File: src/common/arith_cfg.svh
`ifndef ARITH_CFG_SVH
`define ARITH_CFG_SVH

// Operand width in bits
`define DATA_WIDTH 16

// Tag carried with every command and returned unchanged with its result
`define TAG_WIDTH 4

// Retiming stages behind the execute logic
// Sets the fixed latency of the execute stage in advanced cycles
`define EXEC_DEPTH 3

// Result entries held before the pipeline stalls
`define QUEUE_DEPTH 4

`endif
File: src/common/arithPkg.sv
`include "arith_cfg.svh"

package arithPkg;

    typedef logic [`DATA_WIDTH-1:0] dataWord;
    typedef logic [2*`DATA_WIDTH-1:0] wideWord;
    typedef logic [`TAG_WIDTH-1:0] tagField;
    typedef logic [2:0] opField;

    // Legal opcodes, anything above OP_AND is illegal
    localparam opField OP_ADD = 3'd0;
    localparam opField OP_SUB = 3'd1;
    localparam opField OP_MUL = 3'd2;
    localparam opField OP_AND = 3'd3;

    // Input port payload
    typedef struct packed {
        tagField tag;
        opField  op;
        dataWord a;
        dataWord b;
    } cmdPacket;

    typedef struct packed {
        tagField tag;
        opField  op;
        dataWord a;
        dataWord b;
        logic    illegal;
    } decodedOp;

    // Output port payload
    typedef struct packed {
        tagField tag;
        wideWord value;
        logic    err;
    } resultPacket;

    // Input handshake FSM
    typedef enum logic {
        IDLE,
        ACKED
    } decodeState;

endpackage

File: src/source/arithTop.sv
`include "arith_cfg.svh"

module arithTop (
    input  logic                  clk,
    input  logic                  rst,
    input  logic                  cmdReq,
    input  arithPkg::cmdPacket    cmd,
    output logic                  cmdAck,
    output logic                  resReq,
    output arithPkg::resultPacket res,
    input  logic                  resAck
);

    import arithPkg::*;

    logic        advance;
    logic        decValid;
    decodedOp    dec;
    logic        exeValid;
    resultPacket exeRes;

    cmdDecode decodeStage (
        .clk     (clk),
        .rst     (rst),
        .cmdReq  (cmdReq),
        .cmd     (cmd),
        .cmdAck  (cmdAck),
        .advance (advance),
        .decValid(decValid),
        .dec     (dec)
    );

    arithExecute executeStage (
        .clk     (clk),
        .rst     (rst),
        .advance (advance),
        .decValid(decValid),
        .dec     (dec),
        .exeValid(exeValid),
        .exeRes  (exeRes)
    );

    // Queue room drives the shared advance enable
    resultQueue queueStage (
        .clk     (clk),
        .rst     (rst),
        .exeValid(exeValid),
        .exeRes  (exeRes),
        .advance (advance),
        .resReq  (resReq),
        .res     (res),
        .resAck  (resAck)
    );

endmodule

File: src/source/resultQueue.sv
`include "arith_cfg.svh"

module resultQueue (
    input  logic                  clk,
    input  logic                  rst,
    input  logic                  exeValid,
    input  arithPkg::resultPacket exeRes,
    output logic                  advance,
    output logic                  resReq,
    output arithPkg::resultPacket res,
    input  logic                  resAck
);

    import arithPkg::*;

    localparam int DEPTH = `QUEUE_DEPTH;
    localparam int PTR_W = (DEPTH > 1) ? $clog2(DEPTH) : 1;
    localparam logic [PTR_W:0] FULL_COUNT = (PTR_W+1)'(DEPTH);

    resultPacket      mem [DEPTH];
    logic [PTR_W-1:0] wrPtr;
    logic [PTR_W-1:0] rdPtr;
    logic [PTR_W:0]   count;
    logic             push;
    logic             pop;

    function automatic logic [PTR_W-1:0] nextPtr(input logic [PTR_W-1:0] ptr);
        if (ptr == PTR_W'(DEPTH - 1)) begin
            return '0;
        end
        return ptr + 1'b1;
    endfunction

    // Stall everything upstream once every entry is taken
    assign advance = (count < FULL_COUNT);
    assign push    = exeValid && advance;
    assign pop     = resReq && resAck;

    // Head stays put until it is acknowledged
    assign res = mem[rdPtr];

    always_ff @(posedge clk) begin
        if (push) begin
            mem[wrPtr] <= exeRes;
        end
    end

    always_ff @(posedge clk) begin
        if (rst) begin
            wrPtr <= '0;
            rdPtr <= '0;
            count <= '0;
        end else begin
            if (push) begin
                wrPtr <= nextPtr(wrPtr);
            end
            if (pop) begin
                rdPtr <= nextPtr(rdPtr);
            end
            case ({push, pop})
                2'b10:   count <= count + 1'b1;
                2'b01:   count <= count - 1'b1;
                default: count <= count;
            endcase
        end
    end

    // Output side of the four-phase handshake
    always_ff @(posedge clk) begin
        if (rst) begin
            resReq <= 1'b0;
        end else if (pop) begin
            resReq <= 1'b0;
        end else if (!resReq && (count != '0) && !resAck) begin
            resReq <= 1'b1;
        end
    end

endmodule

File: src/source/arithExecute.sv
`include "arith_cfg.svh"

module arithExecute (
    input  logic                  clk,
    input  logic                  rst,
    input  logic                  advance,
    input  logic                  decValid,
    input  arithPkg::decodedOp    dec,
    output logic                  exeValid,
    output arithPkg::resultPacket exeRes
);

    import arithPkg::*;

    wideWord     aWide;
    wideWord     bWide;
    resultPacket opRes;

    // Zero extension before every operation
    assign aWide = wideWord'(dec.a);
    assign bWide = wideWord'(dec.b);

    always_comb begin
        opRes.tag   = dec.tag;
        opRes.err   = dec.illegal;
        opRes.value = '0;
        if (!dec.illegal) begin
            case (dec.op)
                OP_ADD:  opRes.value = aWide + bWide;
                OP_SUB:  opRes.value = aWide - bWide;
                OP_MUL:  opRes.value = aWide * bWide;
                OP_AND:  opRes.value = aWide & bWide;
                default: opRes.value = '0;
            endcase
        end
    end

    // Retiming registers, free for the synthesizer to push logic into
    delayLine #(
        .WIDTH($bits(resultPacket)),
        .DEPTH(`EXEC_DEPTH)
    ) resultPipe (
        .clk (clk),
        .rst (rst),
        .en  (advance),
        .din (opRes),
        .dout(exeRes)
    );

    delayLine #(
        .WIDTH(1),
        .DEPTH(`EXEC_DEPTH)
    ) validPipe (
        .clk (clk),
        .rst (rst),
        .en  (advance),
        .din (decValid),
        .dout(exeValid)
    );

endmodule

File: src/source/cmdDecode.sv
`include "arith_cfg.svh"

module cmdDecode (
    input  logic               clk,
    input  logic               rst,
    input  logic               cmdReq,
    input  arithPkg::cmdPacket cmd,
    output logic               cmdAck,
    input  logic               advance,
    output logic               decValid,
    output arithPkg::decodedOp dec
);

    import arithPkg::*;

    decodeState state;
    logic       accept;

    // New command only when the pipeline can move
    assign accept = (state == IDLE) && cmdReq && advance;

    assign cmdAck = (state == ACKED);

    always_ff @(posedge clk) begin
        if (rst) begin
            state <= IDLE;
        end else begin
            case (state)
                IDLE: begin
                    if (accept) begin
                        state <= ACKED;
                    end
                end
                ACKED: begin
                    // Wait for the source to release its request
                    if (!cmdReq) begin
                        state <= IDLE;
                    end
                end
                default: state <= IDLE;
            endcase
        end
    end

    // Valid holds while stalled so the item is not lost
    always_ff @(posedge clk) begin
        if (rst) begin
            decValid <= 1'b0;
        end else if (advance) begin
            decValid <= accept;
        end
    end

    always_ff @(posedge clk) begin
        if (accept) begin
            dec.tag     <= cmd.tag;
            dec.op      <= cmd.op;
            dec.a       <= cmd.a;
            dec.b       <= cmd.b;
            dec.illegal <= (cmd.op > OP_AND);
        end
    end

endmodule

File: src/delayLine/delayLine.sv
module delayLine #(
    parameter int WIDTH = 1,
    parameter int DEPTH = 1
) (
    input  logic             clk,
    input  logic             rst,
    input  logic             en,
    input  logic [WIDTH-1:0] din,
    output logic [WIDTH-1:0] dout
);

    generate
        if (DEPTH == 0) begin : gPass
            // No registers at all
            assign dout = din;
        end else begin : gRegs
            logic [WIDTH-1:0] stages [DEPTH];

            always_ff @(posedge clk) begin
                if (rst) begin
                    for (int i = 0; i < DEPTH; i++) begin
                        stages[i] <= '0;
                    end
                end else if (en) begin
                    stages[0] <= din;
                    for (int i = 1; i < DEPTH; i++) begin
                        stages[i] <= stages[i-1];
                    end
                end
            end

            // Oldest entry leaves the line
            assign dout = stages[DEPTH-1];
        end
    endgenerate

endmodule

File: config.mk
export PLATFORM = sky130hd
export DESIGN_NAME = arithTop
export DESIGN_NICKNAME = d
export VERILOG_FILES = /design/src/common/arithPkg.sv /design/src/source/arithTop.sv /design/src/source/resultQueue.sv /design/src/source/arithExecute.sv /design/src/source/cmdDecode.sv /design/src/delayLine/delayLine.sv
export VERILOG_INCLUDE_DIRS = /design/src /design/src/common
export SDC_FILE = /design/constraint.sdc
export NUM_CORES = 1
export LEC_CHECK = 0
export BUFFER_PORTS_ARGS = -buffer_cell sky130_fd_sc_hd__buf_2
export CORE_MARGIN = 2
export CORE_UTILIZATION = 50
export DETAILED_ROUTE_END_ITERATION = 8
export HOLD_SLACK_MARGIN = 0.08
export PLACE_DENSITY = 0.79
export SLEW_MARGIN = 30
export SYNTH_ARGS = -nofsm -noshare
export SYNTH_HDL_FRONTEND = slang
export SYNTH_HIERARCHICAL = 1
export SYNTH_SLANG_ARGS = --single-unit
File: constraint.sdc
create_clock -name clk -period 16.3 [get_ports clk]
set_input_delay 0.815 -clock clk [delete_from_list [all_inputs] [get_ports clk]]
set_output_delay 0.815 -clock clk [all_outputs]
set_load 0.05 [all_outputs]
==> results.sh <==
export IMPL_postSynthCellCount=1850
export IMPL_fillCellCount=3633
export IMPL_cts_htree_levels=2
export IMPL_required_ps=16600
export IMPL_io_buffer_count=81
export IMPL_power_mw=4.05
export IMPL_first_iter_violations=1090
export IMPL_clock_skew_ps=33.1
export IMPL_clk_latency_ps=550
export IMPL_grt_antenna_before_repair=0
export IMPL_grt_pass1_vias=14265
export IMPL_fin_ws_ps=9520
export IMPL_cts_resized=0
export IMPL_drv_slew=0
export IMPL_synth_edff_count=302
export IMPL_drt_pass1_iter_count=7
export IMPL_vias=13652
export IMPL_setup_viol=0
export IMPL_syn_area_mm2=0.0224
export IMPL_holdWs_ps=434
export IMPL_power_per_cell_area_mw_per_mm2=169
export IMPL_synthArstFlopShare_pct=0
export IMPL_ios=82
export IMPL_nets=2242
export IMPL_fin_crit_sh_pct=41.6
export IMPL_ctsHoldBuffers=0
export IMPL_finalSetupTns_ps=0
export IMPL_gr_total_overflow=0
export IMPL_die_w_um=216
export IMPL_via_per_inst=5.51
export IMPL_drive_gt1_share_pct=10.0
export IMPL_avgSynthCellArea_um2=12.1
export IMPL_clockBufferDepth=3
export IMPL_grt_pass1_wl_um=77300
export IMPL_synth_seq_cells=314
export IMPL_cp_max_fo=17
export IMPL_cts_tree="built"
export IMPL_syn_to_final_growth_pct=7.00
export IMPL_ir_worst_vdd_mv=0.137
export IMPL_numCtsBuffers=35
export IMPL_drv_cap=0
export IMPL_ys_warn_count=6
export IMPL_worstSetupPathType="register to register"
export IMPL_drt_wl_total_um=48000
export IMPL_status="complete, no violations"
export IMPL_grt_usage_pct=21.1
export IMPL_hp_class="primary input to register"
export IMPL_synth_main_ff_cell="edfxtp_1"
export IMPL_layout_commonest_cell="edfxtp_1"
export IMPL_hpwl_um=33500
export IMPL_clock_sinks=314
export IMPL_syn_num_nets=2232
export IMPL_dp_slack_ps=9530
export IMPL_final_core_util_pct=54.2
export IMPL_fp_row_count=77
export IMPL_path_clk_slew_ps=60
export IMPL_diodes=0
export IMPL_synth_seq_area_share_pct=41.5
export IMPL_postCtsSetupBuffers=0
export IMPL_layout_common_cells="302 x edfxtp_1, 280 x inv_1, 197 x fa_1"
export IMPL_worst_slew_pin_slew_ps=931
export IMPL_start_kind="register"
export IMPL_detail_route_wl_per_cell_um=19.4
export IMPL_rsz0062_at_grt="false"
export IMPL_hold_violations=0
export IMPL_synth_distinct_cells=68
export IMPL_initial_core_util_pct=50.7
export IMPL_fmax_mhz=147
export IMPL_core_area_mm2=0.0442
export IMPL_end_kind="register"
export IMPL_cellLeakagePower_nw=10.8
export IMPL_dieArea_mm2=0.0465
export IMPL_die_y_um=216
export IMPL_period_needed_ps=6780
export IMPL_cts_root_buf="clkbuf_16"
export IMPL_place_congestion=0.949
export IMPL_slew_headroom_pct=37.9
export IMPL_drc=0
export IMPL_antenna_left=0
export IMPL_crit_arrival_ps=7090
export IMPL_grt_max_degree=107
-- critical path, stage by stage (launching register included) --
cell and delay [ps]:
edfxtp_1 800, ha_1 400, inv_1 100, fa_1 510, inv_1 60, fa_1 480
fa_1 580, fa_1 450, fa_1 500, inv_1 50, fa_1 470, inv_1 40
ha_1 340, a21oi_1 200, nor2_1 80, o21ai_0 160, nand2b_1 70, nor3b_1 440
o31a_1 300, o31ai_1 110, xnor2_1 160, o21ai_1 70, and3b_1 180
-- cells in the mapped netlist, types with 24 or more instances --
master	count	share of area (%)
a21o_1	24	0.80
a21oi_1	56	1.3
and2_1	105	2.9
and3b_1	115	4.5
buf_4	37	1.2
clkbuf_1	53	0.89
edfxtp_1	302	40
fa_1	197	18
ha_1	142	7.9
inv_1	281	4.7
mux4_2	30	3.0
nand2_1	165	2.8
nor2_1	56	0.94
o21ai_0	32	0.71
xnor2_1	30	1.2
-- layout make-up --
cell class              instances  area [µm²]  area share, %
multi-input cells            1134       11300           47.0
flip-flops and latches        314        9310           38.8
inverters                     282        1060           4.41
clock buffers                  45         945           3.94
well taps                     592         741           3.09
repair buffers                 93         499           2.08
clock inverters                17         161          0.673
-- worst paths after layout --
path / start / to / slack, ps / cells past startpoint
worst min-delay path: cmd[9] / decodeStage/dec[10]$_DFFE_PP_ / 430 / 1
worst max register to register: decodeStage/dec[25]$_DFFE_PP_ / executeStage/resultPipe/gRegs.stages[0][28]$_SDFFCE_PN0P_ / 9520 / 22
worst max-delay path: decodeStage/dec[25]$_DFFE_PP_ / executeStage/resultPipe/gRegs.stages[0][28]$_SDFFCE_PN0P_ / 9520 / 22
worst min register to register: executeStage/resultPipe/gRegs.stages[0][75]$_SDFFCE_PN0P_ / queueStage/mem[0][1]$_DFFE_PP_ / 480 / 0
-- per-stage QoR --
step	area [µm²]	std cells
finish	24000	2477
global route	24000	2477
CTS	24000	2477
detailed placement	22900	2415
global placement	22900	2415
floorplan	22400	1850
-- routing by layer --
layer / share of wire [%] / GRT usage [%]
met1: 44 / 29.5
met2: 47 / 33.8
met3: 6.3 / 4.19
met4: 2.2 / 6.07
met5: 0 / 0
-- cells by family (layout without fill, tap and decap cells) --
family          Yosys count  count (layout)  synth area share, %
xor+xnor                 44              44                 1.72
mux                      45              45                 4.20
compound gates          201             201                 5.97
buf+inv                 402             437                 8.24
flops                   314             314                 41.5
simple gates            505             505                 12.8
fa+ha+maj               339             339                 25.5
-- sequential cells by signal, summed over array words and instances, names as in the netlist, named ones only --
signal / count
decodeStage/cmdAck: 1
queueStage/count: 3
queueStage/resReq: 1
decodeStage/decValid: 1
queueStage/mem: 148
queueStage/rdPtr: 2
decodeStage/dec: 40
queueStage/wrPtr: 2
executeStage/resultPipe/gRegs.stages: 111
executeStage/validPipe/gRegs.stages: 3
-- report_power, final --
| part | switching [mW] | internal [mW] |
|---|---|---|
| clock network | 0.309 | 0.445 |
| logic | 1.39 | 0.968 |
| registers | 0.0343 | 0.904 |
Note: power is estimated with default switching activity, not from simulation.
